===== src/uart_pkg.sv =====
`default_nettype none

package uart_pkg;

    // bus geometry.
    localparam int WB_DATA_W = 32;
    localparam int WB_ADR_W  = 2;

    // character and divisor widths.
    localparam int DIV_W     = 16;
    localparam int DATA_W    = 8;
    localparam int BIT_CNT_W = $clog2(DATA_W + 1);

    localparam logic [DIV_W-1:0] DEFAULT_BAUD_DIV = 16'd16;
    localparam logic [DIV_W-1:0] MIN_BAUD_DIV     = 16'd4;

    // word addresses.
    localparam logic [WB_ADR_W-1:0] ADDR_TXDATA = 2'd0;
    localparam logic [WB_ADR_W-1:0] ADDR_RXDATA = 2'd1;
    localparam logic [WB_ADR_W-1:0] ADDR_STATUS = 2'd2;
    localparam logic [WB_ADR_W-1:0] ADDR_BAUD   = 2'd3;

    // status word bit positions.
    localparam int ST_TX_BUSY    = 0;
    localparam int ST_RX_VALID   = 1;
    localparam int ST_FRAME_ERR  = 2;
    localparam int ST_RX_OVERRUN = 3;
    localparam int ST_TX_DROP    = 4;

endpackage

`default_nettype wire

===== src/uart_chan_if.sv =====
`timescale 1ns/1ps
`default_nettype none

interface uart_chan_if;
    import uart_pkg::*;

    wire  [DATA_W-1:0] data;   // tx: from regs, rx: from receiver.
    wire               strobe;
    logic              busy;
    logic              frame_err;
    logic [DIV_W-1:0]  baud_div;

    modport ctrl (
        inout  data,
        inout  strobe,
        output baud_div,
        input  busy,
        input  frame_err
    );

    modport phy (
        inout  data,
        inout  strobe,
        input  baud_div,
        output busy,
        output frame_err
    );

endinterface

`default_nettype wire


===== src/uart_top.sv =====
`timescale 1ns/1ps
`default_nettype none

module uart_top (
    input  logic                           clk_i,
    input  logic                           rstn_i,
    input  logic                           wb_cyc_i,
    input  logic                           wb_stb_i,
    input  logic                           wb_we_i,
    input  logic [uart_pkg::WB_ADR_W-1:0]  wb_adr_i,
    input  logic [uart_pkg::WB_DATA_W-1:0] wb_dat_i,
    input  logic                           uart_rx_i,
    output logic [uart_pkg::WB_DATA_W-1:0] wb_dat_o,
    output logic                           wb_ack_o,
    output logic                           uart_tx_o
);

    // one channel per direction.
    uart_chan_if tx_chan ();
    uart_chan_if rx_chan ();

    uart_wb_regs u_regs (
        .clk_i     (clk_i),
        .rstn_i    (rstn_i),
        .wb_cyc_i  (wb_cyc_i),
        .wb_stb_i  (wb_stb_i),
        .wb_we_i   (wb_we_i),
        .wb_adr_i  (wb_adr_i),
        .wb_dat_i  (wb_dat_i),
        .wb_dat_o  (wb_dat_o),
        .wb_ack_o  (wb_ack_o),
        .tx_chan_o (tx_chan),
        .rx_chan_i (rx_chan)
    );

    uart_tx u_tx (
        .clk_i  (clk_i),
        .rstn_i (rstn_i),
        .chan_i (tx_chan),
        .tx_o   (uart_tx_o)
    );

    uart_rx u_rx (
        .clk_i  (clk_i),
        .rstn_i (rstn_i),
        .rx_i   (uart_rx_i),
        .chan_o (rx_chan)
    );

endmodule

`default_nettype wire


===== src/uart_wb_regs.sv =====
`timescale 1ns/1ps
`default_nettype none

module uart_wb_regs (
    input  logic                           clk_i,
    input  logic                           rstn_i,
    input  logic                           wb_cyc_i,
    input  logic                           wb_stb_i,
    input  logic                           wb_we_i,
    input  logic [uart_pkg::WB_ADR_W-1:0]  wb_adr_i,
    input  logic [uart_pkg::WB_DATA_W-1:0] wb_dat_i,
    output logic [uart_pkg::WB_DATA_W-1:0] wb_dat_o,
    output logic                           wb_ack_o,
    uart_chan_if.ctrl                      tx_chan_o,
    uart_chan_if.ctrl                      rx_chan_i
);
    import uart_pkg::*;

    logic                 req;
    logic                 wr_en;
    logic                 rd_en;
    logic [DIV_W-1:0]     baud_q;
    logic [DATA_W-1:0]    tx_data_q;
    logic                 tx_strobe_q;
    logic                 tx_busy;
    logic [DATA_W-1:0]    rx_data_q;
    logic                 rx_valid_q;
    logic                 frame_err_q;
    logic                 overrun_q;
    logic                 drop_q;
    logic [WB_DATA_W-1:0] status_w;
    logic [WB_DATA_W-1:0] rd_data;

    // a request not yet acked.
    assign req   = wb_cyc_i && wb_stb_i && !wb_ack_o;
    assign wr_en = req && wb_we_i;
    assign rd_en = req && !wb_we_i;

    // strobe in flight counts as busy until the transmitter answers.
    assign tx_busy = tx_chan_o.busy || tx_strobe_q;

    always_comb begin
        status_w                = '0;
        status_w[ST_TX_BUSY]    = tx_busy;
        status_w[ST_RX_VALID]   = rx_valid_q;
        status_w[ST_FRAME_ERR]  = frame_err_q;
        status_w[ST_RX_OVERRUN] = overrun_q;
        status_w[ST_TX_DROP]    = drop_q;
    end

    always_comb begin
        case (wb_adr_i)
            ADDR_RXDATA: rd_data = WB_DATA_W'(rx_data_q);
            ADDR_STATUS: rd_data = status_w;
            ADDR_BAUD:   rd_data = WB_DATA_W'(baud_q);
            default:     rd_data = '0;   // txdata is write only.
        endcase
    end

    always_ff @(posedge clk_i) begin
        if (!rstn_i) begin
            wb_ack_o <= 1'b0;
        end else begin
            wb_ack_o <= req;
        end
    end

    always_ff @(posedge clk_i) begin
        if (rd_en) begin
            wb_dat_o <= rd_data;
        end
    end

    always_ff @(posedge clk_i) begin
        if (!rstn_i) begin
            baud_q      <= DEFAULT_BAUD_DIV;
            tx_strobe_q <= 1'b0;
            rx_valid_q  <= 1'b0;
            frame_err_q <= 1'b0;
            overrun_q   <= 1'b0;
            drop_q      <= 1'b0;
        end else begin
            tx_strobe_q <= 1'b0;
            if (wr_en && wb_adr_i == ADDR_BAUD) begin
                baud_q <= wb_dat_i[DIV_W-1:0];
            end
            if (wr_en && wb_adr_i == ADDR_TXDATA) begin
                if (tx_busy) begin
                    drop_q <= 1'b1;
                end else begin
                    tx_strobe_q <= 1'b1;
                end
            end
            if (rd_en && wb_adr_i == ADDR_RXDATA) begin
                rx_valid_q <= 1'b0;
            end
            if (rd_en && wb_adr_i == ADDR_STATUS) begin
                frame_err_q <= 1'b0;
                overrun_q   <= 1'b0;
                drop_q      <= 1'b0;
            end
            // new byte wins over a clear in the same cycle.
            if (rx_chan_i.strobe) begin
                rx_valid_q <= 1'b1;
                if (rx_valid_q && !(rd_en && wb_adr_i == ADDR_RXDATA)) begin
                    overrun_q <= 1'b1;
                end
                if (rx_chan_i.frame_err) begin
                    frame_err_q <= 1'b1;
                end
            end
        end
    end

    always_ff @(posedge clk_i) begin
        if (wr_en && wb_adr_i == ADDR_TXDATA && !tx_busy) begin
            tx_data_q <= wb_dat_i[DATA_W-1:0];
        end
    end

    always_ff @(posedge clk_i) begin
        if (rx_chan_i.strobe) begin
            rx_data_q <= rx_chan_i.data;
        end
    end

    assign tx_chan_o.data     = tx_data_q;
    assign tx_chan_o.strobe   = tx_strobe_q;
    assign tx_chan_o.baud_div = baud_q;
    assign rx_chan_i.baud_div = baud_q;

    a_ack_single: assert property (
        @(posedge clk_i) disable iff (!rstn_i)
        wb_ack_o |=> !wb_ack_o
    );

    // both serial engines rely on at least a few cycles per bit.
    a_baud_min: assert property (
        @(posedge clk_i) disable iff (!rstn_i)
        baud_q >= MIN_BAUD_DIV
    );

endmodule

`default_nettype wire


===== src/uart_rx.sv =====
`timescale 1ns/1ps
`default_nettype none

module uart_rx (
    input  logic   clk_i,
    input  logic   rstn_i,
    input  logic   rx_i,
    uart_chan_if.phy chan_o
);
    import uart_pkg::*;

    typedef enum logic [1:0] {
        IDLE,
        START,
        DATA,
        STOP
    } state_e;

    state_e               state_q;
    logic [1:0]           sync_q;
    logic                 rx_s;
    logic                 rx_prev_q;
    logic                 fall;
    logic [DIV_W-1:0]     cnt_q;
    logic [BIT_CNT_W-1:0] bit_cnt_q;
    logic [DATA_W-1:0]    shift_q;
    logic                 strobe_q;
    logic                 frame_err_q;
    logic                 half_end;
    logic                 bit_end;

    assign rx_s     = sync_q[1];
    assign fall     = rx_prev_q && !rx_s;
    assign half_end = (cnt_q >= (chan_o.baud_div >> 1) - 1'b1);
    assign bit_end  = (cnt_q >= chan_o.baud_div - 1'b1);

    // two-flop synchronizer and edge history.
    always_ff @(posedge clk_i) begin
        if (!rstn_i) begin
            sync_q    <= 2'b11;
            rx_prev_q <= 1'b1;
        end else begin
            sync_q    <= {sync_q[0], rx_i};
            rx_prev_q <= rx_s;
        end
    end

    always_ff @(posedge clk_i) begin
        if (!rstn_i) begin
            state_q     <= IDLE;
            cnt_q       <= '0;
            bit_cnt_q   <= '0;
            strobe_q    <= 1'b0;
            frame_err_q <= 1'b0;
        end else begin
            strobe_q <= 1'b0;
            case (state_q)
                IDLE: begin
                    if (fall) begin
                        state_q <= START;
                        cnt_q   <= DIV_W'(1);   // edge seen one cycle late.
                    end
                end
                START: begin
                    if (half_end) begin
                        cnt_q <= '0;
                        if (!rx_s) begin
                            state_q   <= DATA;
                            bit_cnt_q <= '0;
                        end else begin
                            state_q <= IDLE;   // glitch, not a start bit.
                        end
                    end else begin
                        cnt_q <= cnt_q + 1'b1;
                    end
                end
                DATA: begin
                    if (bit_end) begin
                        cnt_q     <= '0;
                        bit_cnt_q <= bit_cnt_q + 1'b1;
                        if (bit_cnt_q == BIT_CNT_W'(DATA_W - 1)) begin
                            state_q <= STOP;
                        end
                    end else begin
                        cnt_q <= cnt_q + 1'b1;
                    end
                end
                STOP: begin
                    if (bit_end) begin
                        cnt_q       <= '0;
                        strobe_q    <= 1'b1;
                        frame_err_q <= !rx_s;   // stop bit must be high.
                        state_q     <= IDLE;
                    end else begin
                        cnt_q <= cnt_q + 1'b1;
                    end
                end
                default: begin
                    state_q <= IDLE;
                end
            endcase
        end
    end

    // samples taken mid-bit, lsb arrives first.
    always_ff @(posedge clk_i) begin
        if (state_q == DATA && bit_end) begin
            shift_q <= {rx_s, shift_q[DATA_W-1:1]};
        end
    end

    assign chan_o.data      = shift_q;
    assign chan_o.strobe    = strobe_q;
    assign chan_o.frame_err = frame_err_q;
    assign chan_o.busy      = 1'b0;   // unused on this channel.

    a_strobe_one_cycle: assert property (
        @(posedge clk_i) disable iff (!rstn_i)
        strobe_q |=> !strobe_q
    );

endmodule

`default_nettype wire


===== src/uart_tx.sv =====
`timescale 1ns/1ps
`default_nettype none

module uart_tx (
    input  logic   clk_i,
    input  logic   rstn_i,
    uart_chan_if.phy chan_i,
    output logic   tx_o
);
    import uart_pkg::*;

    typedef enum logic [1:0] {
        IDLE,
        DATA,
        STOP
    } state_e;

    state_e               state_q;
    logic [DIV_W-1:0]     cnt_q;
    logic [BIT_CNT_W-1:0] bit_cnt_q;
    logic [DATA_W-1:0]    shift_q;
    logic                 tx_q;
    logic                 busy_q;
    logic                 bit_end;

    // >= so a divisor lowered mid-frame cannot stall the counter.
    assign bit_end = (cnt_q >= chan_i.baud_div - 1'b1);

    always_ff @(posedge clk_i) begin
        if (!rstn_i) begin
            state_q   <= IDLE;
            cnt_q     <= '0;
            bit_cnt_q <= '0;
            tx_q      <= 1'b1;   // line idles high.
            busy_q    <= 1'b0;
        end else begin
            case (state_q)
                IDLE: begin
                    if (chan_i.strobe) begin
                        state_q   <= DATA;
                        cnt_q     <= '0;
                        bit_cnt_q <= '0;
                        tx_q      <= 1'b0;   // start bit.
                        busy_q    <= 1'b1;
                    end
                end
                DATA: begin
                    if (bit_end) begin
                        cnt_q <= '0;
                        if (bit_cnt_q == BIT_CNT_W'(DATA_W)) begin
                            tx_q    <= 1'b1;   // stop bit.
                            state_q <= STOP;
                        end else begin
                            tx_q      <= shift_q[0];
                            bit_cnt_q <= bit_cnt_q + 1'b1;
                        end
                    end else begin
                        cnt_q <= cnt_q + 1'b1;
                    end
                end
                STOP: begin
                    if (bit_end) begin
                        cnt_q   <= '0;
                        busy_q  <= 1'b0;
                        state_q <= IDLE;
                    end else begin
                        cnt_q <= cnt_q + 1'b1;
                    end
                end
                default: begin
                    state_q <= IDLE;
                end
            endcase
        end
    end

    // byte is captured on the strobe, lsb goes out first.
    always_ff @(posedge clk_i) begin
        if (state_q == IDLE && chan_i.strobe) begin
            shift_q <= chan_i.data;
        end else if (state_q == DATA && bit_end && bit_cnt_q != BIT_CNT_W'(DATA_W)) begin
            shift_q <= shift_q >> 1;
        end
    end

    assign tx_o             = tx_q;
    assign chan_i.busy      = busy_q;
    assign chan_i.frame_err = 1'b0;   // unused on this channel.

    // the register block must hold off while a frame is in flight.
    a_no_strobe_when_busy: assert property (
        @(posedge clk_i) disable iff (!rstn_i)
        chan_i.strobe |-> !busy_q
    );

endmodule

`default_nettype wire


===== config.mk =====
export PLATFORM = sky130hd
export DESIGN_NAME = uart_top
export DESIGN_NICKNAME = d
export VERILOG_FILES = /design/src/uart_pkg.sv /design/src/uart_chan_if.sv /design/src/uart_top.sv /design/src/uart_wb_regs.sv /design/src/uart_rx.sv /design/src/uart_tx.sv
export SDC_FILE = /design/constraint.sdc
export NUM_CORES = 1
export LEC_CHECK = 0
export BUFFER_PORTS_ARGS = -buffer_cell sky130_fd_sc_hd__buf_4
export CAP_MARGIN = 20
export CELL_PAD_IN_SITES_DETAIL_PLACEMENT = 0
export CELL_PAD_IN_SITES_GLOBAL_PLACEMENT = 1
export CORE_UTILIZATION = 46
export CTS_CLUSTER_SIZE = 10
export DETAILED_ROUTE_END_ITERATION = 12
export PLACE_DENSITY_LB_ADDON = 0.1
export SYNTH_ARGS = -nofsm -noshare
export SYNTH_HDL_FRONTEND = slang
export SYNTH_SLANG_ARGS = --single-unit

===== constraint.sdc =====
create_clock -name clk_i -period 5.2 [get_ports clk_i]
set_clock_uncertainty 0.15 [all_clocks]
set_input_delay 1.04 -clock clk_i [delete_from_list [all_inputs] [get_ports clk_i]]
set_output_delay 1.04 -clock clk_i [all_outputs]
set_load 0.02 [all_outputs]

# Word-level counts from Yosys, hierarchy flattened
# Cells that the tools add are included.
# totals
reg_bits	137
input_bits	40
out_inout_bits	34
wordCells	147
# classes
add_sub_neg	6
n_lt_le_gt_ge	3
n_eq_ne	22
mux	47
bitwise	1
n_reduce_logical	44
# ops
op	n
$pmux 16 s3	2
$mux 16	5
$ge 16x16->1	3
$add 16x1->16 const B	2
$pmux 16 s2	1
$mux 4	6
$mux 2	10
$mux 8	2
$ne 2x1->1 const B	8
$pmux 4 s2	2
$sub 15x1->16 const B	1
$sub 16x1->16 const B	1
$logic_and 1x1->1	15
$mux 1	15
$reduce_and 4->1	3
$reduce_bool 2->1	6
$eq 2x2->1 const B	5
$reduce_and 2->1	5
$add 4x1->4 const B	2
$pmux 2 s4	1
$eq 2x1->1 const B	3
$logic_not 2->1	3
$ne 2x2->1 const B	3
$pmux 2 s3	1
other kinds (10)	18

# Longest topological paths before layout
# Gate-level depths: netlist of run 1.
# logic_depth
ltp_word	8
mapped_depth	18
depth_no_buf	17

# Modules after synthesis
# A second synthesis of run 1 with hierarchy kept.
# unflattened
cells_unflattened	789
area_unflattened_um2	7468.4
# by_module_without_submodules
mod	n_inst	cells_each	area_each_um2	seq_area_each_um2
uart_rx	1	325	2860.2	780.7
uart_wb_regs	1	195	2323.5	1401.3
uart_tx	1	269	2284.7	720.7

# Worst setup path before layout of run 1
# OpenSTA, ideal clock, no wires.
# synth_path
path_type	flip-flop to flip-flop
from	register u_regs.baud_q[8], in the netlist u_regs.rx_chan_i.baud_div[8]
to	register u_tx.shift_q[0], enable pin
setup_time_ps	329
arrival_ps	3850
required_ps	4721
setup_slack_ps	871
stages_incl_launch_ff	17
path_buffers	1
period_less_slack_ps	4329
path_cell_list	dfxtp_1 clkbuf_1 or2_2 or4_1 or2_2 nor3_1 nand2_1 xor2_1 ha_1 and4_1 o311a_1 nand3_1 a2111oi_0 a211oi_2 nor2_1 nand2_1 nand2_1
# synth_between
elab_chain_cells	5
# synth_rtl
item	line	source
from (decl)	uart_wb_regs.sv:22	logic [DIV_W-1:0] baud_q;
from (signal assigned)	uart_wb_regs.sv:85	baud_q <= wb_dat_i[DIV_W-1:0];
$sub 16x1->16	uart_tx.sv:27	assign bit_end = (cnt_q >= chan_i.baud_div - 1'b1);
$ge 16x16->1	uart_tx.sv:27	
$logic_and 1x1->1 (2 in a row)	uart_tx.sv:81	end else if (state_q == DATA && bit_end && bit_cnt_q != BIT_CNT_W'(DATA_W)) begin
$reduce_bool 2->1 (no line)	n/a	
to (signal assigned)	uart_tx.sv:80	shift_q <= chan_i.data;
to (signal assigned)	uart_tx.sv:82	shift_q <= shift_q >> 1;
to (decl)	uart_tx.sv:21	logic [DATA_W-1:0] shift_q;
# No other way between the ends.
# A chain may end at the register's enable or synchronous reset.

# Final worst setup path of run 1
# layout_path
from	register u_regs.baud_q[1], in the netlist u_regs.rx_chan_i.baud_div[1]
to	register u_rx.cnt_q[3]
# layout_between
elab_chain_cells	4
elab_cells_between_ends	7
cone_classes	2 x add/sub; 2 x order compare; 3 x mux
# layout_rtl
item	line	source
$sub 16x1->16 or $sub 15x1->16 (tied branches)	uart_rx.sv:35, uart_rx.sv:34	
$ge 16x16->1, on equally long branches	uart_rx.sv:35, uart_rx.sv:34	
$mux 16, on equally long branches	uart_rx.sv:78, uart_rx.sv:89, uart_rx.sv:65	
$pmux 16 s3 (*)	uart_rx.sv:57	case (state_q)
to (signal assigned)	uart_rx.sv:74	cnt_q <= cnt_q + 1'b1;
to (signal assigned)	uart_rx.sv:85	cnt_q <= cnt_q + 1'b1;
to (signal assigned)	uart_rx.sv:95	cnt_q <= cnt_q + 1'b1;
to (decl)	uart_rx.sv:24	logic [DIV_W-1:0] cnt_q;
# Every way passes the cells marked *; elsewhere a longest branch is shown, timed or not.

==> out/qor.yml, run 1 <==
status: "finished, final reports clean"
num_io_pins: 74
cap_violations: 0
drt_first_pass_iters: 5
rows: 44
grt_max_degree: 45
relSlewSlack: 0.3699
syn_area_um2: 7020
holdBufCountCts: 0
clock_latency_ps: 420
synth_cell_types: 69
vias: 5644
final_max_slew_viol_count: 0
cts_buffer_depth: 2
antenna_found_initial: 0
fillers: 1355
area_delta_synth_final_pct: 14.65
critPathRequiredTime_ps: 5380
ys.flop_type: "dfxtp_1"
synth.avg_cell_area_um2: 9.237
drt_iter0_markers: 350
cts_setup_buffers: 0
final-setup-viol-count: 0
finalCritPeriodShare: 0.9472
cts_tree: "built"
cts.sinks: 121
multiInputGateArea_um2: 3790
drive_gt1_frac: 0.1478
irDropWorstVdd_uv: 229.7
htree_levels: 4
seqCellArea_um2: 2903
hp-class: "reg2reg"
synth_top_area_frac: 0.2082
fin_cells: 996
async_flop_share: 0
cts-root-buf: "clkbuf_16"
place_inst: 962
clk_pin_slew_ps: 60
period_minus_slack_ps: 4925
endpoint_kind: "register"
numCtsBuffers: 17
start_util: 0.4776
port-buffer-count: 41
max_freq_ghz: 0.2030
fin_nets: 893
path_class: "reg2reg"
yosysMostFrequentCell: "nand2_1"
finalHoldViolCount: 0
synth_area_leader_cell: "dfxtp_1"
die_area_um2: 15760
ant_nets: 0
routed_wl_um: 16960
synthCells: 760
place_congestion: 0.8338
setup_tns_ps: 0
grt_first_pass_wirelength_um: 27590
yosysSeqAreaShare: 0.4135
routed_via_density: 5.667
synth-edff-count: 48
wl_per_cell_um: 17.02
synth_area_leaders: "dfxtp_1 21%, edfxtp_1 21%, ha_1 9.6%"
ys_seq_elements: 121
tightest_slew_ps: 945.1
netlist_top_cells_count: "103 x nand2_1, 73 x dfxtp_1, 59 x a21oi_1"
crit_fanout: 24
die_x_um: 125.5
powerDensity_nw_per_um2: 296.7
hpwl_um: 12520
diodes: 0
core_area_um2: 14700
fin_util: 0.5476
arrival_ps: 5100
dieHeight_um: 125.5
grt_overflow: 0
p_leak_nw: 3.197
grt_pass1_vias: 5435
start_kind: "register"
r2r_slack_ps: 270
drc: 0
synth_warnings: 0
grt_use_total: 0.2247
rsz0062_at_grt: "no"
==> cells by family (layout without fill, tap and decap cells) <==
| family | count (synthesis) | in the layout | synth area share |
|---|---|---|---|
| AOI/OAI and AO/OA | 152 | 152 | 0.1412 |
| xor gates and xnor gates | 33 | 33 | 0.04117 |
| adders and majority gates | 55 | 55 | 0.09784 |
| buffers and inverters | 82 | 119 | 0.05578 |
| DFF | 121 | 121 | 0.4135 |
| muxes | 28 | 28 | 0.04206 |
| other | 1 | 16 | 0.0005342 |
| and+or+nand+nor | 288 | 288 | 0.2080 |
==> sequential cells by signal, indices dropped and copies added, names as in the netlist, 4 cells and up, named ones only <==
name,count
u_rx.cnt_q,16
u_regs.rx_data_q,8
u_regs.tx_chan_o.data,8
u_regs.rx_chan_i.baud_div,16
u_regs.wb_dat_o,16
u_tx.cnt_q,16
u_rx.bit_cnt_q,4
u_rx.chan_o.data,8
u_tx.shift_q,8
u_tx.bit_cnt_q,4
==> power breakdown <==
group | internal [mW] | switching [mW]
Sequential | 0.997 | 0.0112
Combinational | 0.0793 | 0.144
Clock | 0.676 | 0.482
Total | 1.75 | 0.637
==> metrics by stage <==
step | cell area [um2] | setup WS, ps | hold WS (ps) | power, mW
after floorplan | 7077 | 871.0 | 236.3 | 1.190
after global placement | 7446 | 335.8 | 244.6 | 1.242
final | 8049 | 274.7 | 265.9 | 2.388
after CTS | 8024 | 158.2 | 268.8 | 2.411
after detailed placement | 7446 | 187.0 | 252.3 | 1.248
after global routing | 8049 | 24.87 | 291.7 | 2.473
==> final timing paths <==
| path | from | to | cells past startpoint |
|---|---|---|---|
| worst max register to register | u_regs.rx_chan_i.baud_div[1] | u_rx.cnt_q[3] | 18 |
| worst min-delay path | u_rx.sync_q[0] | u_rx.sync_q[1] | 1 |
| worst min register to register | u_rx.sync_q[0] | u_rx.sync_q[1] | 1 |
| worst max-delay path | u_regs.rx_chan_i.baud_div[1] | u_rx.cnt_q[3] | 18 |
==> critical path: stages (launching register included) <==
cell	delay [ps]
dfxtp_1	310
inv_1	120
ha_2	240
nand2b_1	130
or3_1	340
or3_1	390
or3_1	360
nor2_1	130
xnor2_1	170
ha_1	260
a21o_1	170
a21o_1	180
a21o_1	170
a21oi_1	220
o41ai_2	180
o31ai_4	830
buf_6	210
a21oi_1	60
a211oi_1	220
==> layer usage <==
layer,track usage,routed length (um),up-vias,part of all wire
met3,0.03808,600,15,0.035
met5,0,0,-,0
li1,-,-,2800,-
met2,0.3846,8461,107,0.50
met4,0.06887,171,0,0.010
met1,0.2889,7722,2722,0.46
==> area by class of cell <==
cell class              count  share of cell area
inverters                  30             0.01399
clock buffers              17             0.05285
flip-flops and latches    121              0.3606
clock inverters            15             0.01896
well taps                 184             0.02860
multi-input cells         572              0.4709
repair buffers             57             0.05410
==> repair_timing <==
action	in CTS	in global routing
gates resized for setup	0	2
hold endpoints to repair	0	0
setup endpoints to repair	0	2
==> cell usage in the layout (no fill, tap or decap), types with 3 or more instances in the layout <==
master	synthesis	final
xnor2_1	24	24
or2_2	3	3
a211oi_1	6	6
and3_1	24	24
nor3_1	21	20
nor2_1	40	40
nand2b_1	8	8
o21ai_0	24	24
mux2i_1	16	16
buf_4	17	55
a22o_1	8	8
mux2_2	12	12
conb_1	1	16
nor4_1	5	5
a221oi_1	4	4
and2_1	9	9
nand2_1	103	103
dfxtp_1	73	73
o22ai_1	3	3
ha_1	54	53
or3_1	4	4
a21oi_1	59	59
nand3_1	31	31
or4_1	3	3
edfxtp_1	48	48
xor2_1	9	9
nand3b_1	5	5
nor2b_1	9	9
a21o_1	8	8
inv_6	0	8
o2111ai_1	3	3
clkbuf_16	0	17
inv_1	29	29
a31oi_1	10	10
nand4_1	7	7
(Power assumes the default switching activity.)
==> run 2, diff against run 1 <==
--- a/config.mk
+++ b/config.mk
@@ -9,7 +9,7 @@
 export CAP_MARGIN = 20
 export CELL_PAD_IN_SITES_DETAIL_PLACEMENT = 0
 export CELL_PAD_IN_SITES_GLOBAL_PLACEMENT = 1
-export CORE_UTILIZATION = 46
+export CORE_UTILIZATION = 38
 export CTS_CLUSTER_SIZE = 10
 export DETAILED_ROUTE_END_ITERATION = 12
 export PLACE_DENSITY_LB_ADDON = 0.1
==> run 2 against run 1 <==
Maximum frequency increased by 2.9%. Clock-buffer cell count increased by 1. Critical path depth decreased by 2. Core utilization decreased by 9.5 points. Die area rose by 21%. Clock power is 4% higher. Critical endpoint is now u_rx.state_q[0]. Highest routed layer unchanged. Combinational power is essentially flat. Sequential share of layout area fell by 0.44 points. Routed wire length grew 6.0%. Register-to-register slack gained 140 ps. Hold slack lost 4.6 ps. First-iteration DRC count is 32% lower.
==> out/qor.yml, run 2 (same netlist as run 1, synthesis figures left out) <==
final-setup-viol-count: 0  # unchanged
setup_tns_ps: 0  # unchanged
p_total_mw: 2.447  # +2.4%
multiInputGateArea_um2: 3800  # +0.26%
routed_via_density: 5.364  # -5.3%
max_freq_ghz: 0.2090  # +2.9%
path_class: "reg2reg"
area_delta_synth_final_pct: 16.08
cts_setup_buffers: 0  # unchanged
tightest_slew_ps: 1044  # +99.22 ps
most-common-layout-cells: "103 x nand2_1, 73 x dfxtp_1, 59 x a21oi_1, 59 x buf_4, 54 x ha_1"
start_kind: "register"
cap_violations: 0  # unchanged
status: "finished, final reports clean"
finalCritPeriodShare: 0.9202  # -0.02701
relSlewSlack: 0.3012  # -0.06872
wl_per_cell_um: 17.21  # +1.1%
grt_use_total: 0.1956  # -0.02911
num_io_pins: 74  # unchanged
antenna_found_initial: 0  # unchanged
grt_first_pass_wirelength_um: 28010  # +1.5%
fillers: 1801  # +33%
p_leak_nw: 3.211  # +0.44%
htree_levels: 4  # unchanged
reg2reg_depth: 16  # -2
r2r_start: "u_regs.rx_chan_i.baud_div[1]"
port-buffer-count: 41  # unchanged
numCtsBuffers: 17  # unchanged
hpwl_um: 13110  # +4.7%
diodes: 0  # unchanged
worstHoldPathCells: 1  # unchanged
core_area_um2: 18020  # +23%
seqCellArea_um2: 2903  # unchanged
ant_nets: 0  # unchanged
cts.sinks: 121  # unchanged
crit_fanout: 11  # -54%
critPathRequiredTime_ps: 5410  # +30 ps
reg2reg_to: "u_rx.state_q[0]"
grt_overflow: 0  # unchanged
vias: 5600  # -0.78%
place_congestion: 0.8116  # -2.7%
endpoint_kind: "register"
fin_ws_ps: 415.2  # +140.5 ps
r2r_slack_ps: 420  # +140 ps
rows: 49  # +11%
endpoint: "u_rx.state_q[0]"
hold_ws_ps: 261.3  # -4.629 ps
cts-root-buf: "clkbuf_16"
irDropWorstVdd_uv: 214.6  # -6.6%
hp-class: "reg2reg"
die_x_um: 137.9  # +9.9%
die_area_um2: 19020  # +21%
cts_tree: "built"
cts_buffer_depth: 2  # unchanged
grt_max_degree: 28  # -38%
drt_iter0_markers: 239  # -32%
clock_latency_ps: 420  # about the same
dieHeight_um: 137.9  # +9.9%
start_util: 0.3895  # -0.08812
place_ws_ps: 343.6  # +156.5 ps
drt_first_pass_iters: 4  # -1
critPathLaunch: "u_regs.rx_chan_i.baud_div[1]"
post_cts_resized: 0  # unchanged
routed_wl_um: 17970  # +6.0%
drc: 0  # unchanged
fin_nets: 896  # +0.34%
drive_gt1_frac: 0.1497  # +0.001910
finalHoldViolCount: 0  # unchanged
arrival_ps: 4990  # -110 ps
grt_pass1_vias: 5381  # -0.99%
powerDensity_nw_per_um2: 300.3  # +1.2%
clk_pin_slew_ps: 60  # about the same
period_minus_slack_ps: 4785  # -140.5 ps
rsz0062_at_grt: "no"
holdBufCountCts: 0  # unchanged
final_max_slew_viol_count: 0  # unchanged
layout.cells.most_common: "nand2_1"
## run 2: changes by cell type in the layout (fill, tap and decap cells not counted), moves of 2 or more
cell	delta
inv_6	-5
buf_6	-2
clkinvlp_4	+3
buf_4	+4
## run 2: critical path: stages, from the launching register on
cell      delay [ps]
dfxtp_1          310
inv_1            110
ha_1             260
nand2b_1         150
or3_1            350
or3_1            390
or3_1            350
nor2_1           130
xnor2_1          170
ha_1             330
nand3_1          110
or3b_2           460
o41ai_2          390
buf_4            220
o31ai_2          200
or4b_1           520
a21oi_1          130
## run 2: layout make-up
| class | instances | area share |
|---|---|---|
| multi-input combinational | 573 | 0.4663 |
| sequential | 121 | 0.3562 |
| timing repair buffer | 59 | 0.05435 |
| clock buffer | 18 | 0.05389 |
| tap | 229 | 0.03516 |
| clock inverter | 14 | 0.02027 |
| inverter | 30 | 0.01382 |
## run 2: worst min path at each step
stage                   start              to
2_1_floorplan  u_rx.sync_q[0]  u_rx.sync_q[1]
3_3_place_gp   u_rx.sync_q[0]  u_rx.sync_q[1]
3_5_place_dp   u_rx.sync_q[0]  u_rx.sync_q[1]
4_1_cts        u_rx.sync_q[0]  u_rx.sync_q[1]
5_1_grt        u_rx.sync_q[0]  u_rx.sync_q[1]
6_report       u_rx.sync_q[0]  u_rx.sync_q[1]
## run 2: stage by stage
step | std cells | util | area [um2]
final | 1044 | 0.4521 | 8149
after global routing | 1044 | 0.4521 | 8149
after CTS | 1043 | 0.4514 | 8137
after detailed placement | 1011 | 0.4179 | 7532
after global placement | 1011 | 0.4179 | 7532
after floorplan | 775 | - | 7077
## run 2: layer usage
layer,track usage,vias up,part of all wire
li1,-,2811,-
met1,0.2521,2696,0.47
met2,0.3239,69,0.49
met3,0.03947,24,0.025
met4,0.06763,0,0.017
met5,0,-,0
## run 2: where the power goes
part / total (mW) / internal (mW) / switching (mW)
clock: 1.21 / 0.730 / 0.483
combinational: 0.226 / 0.0800 / 0.146
sequential: 1.01 / 0.997 / 0.0110
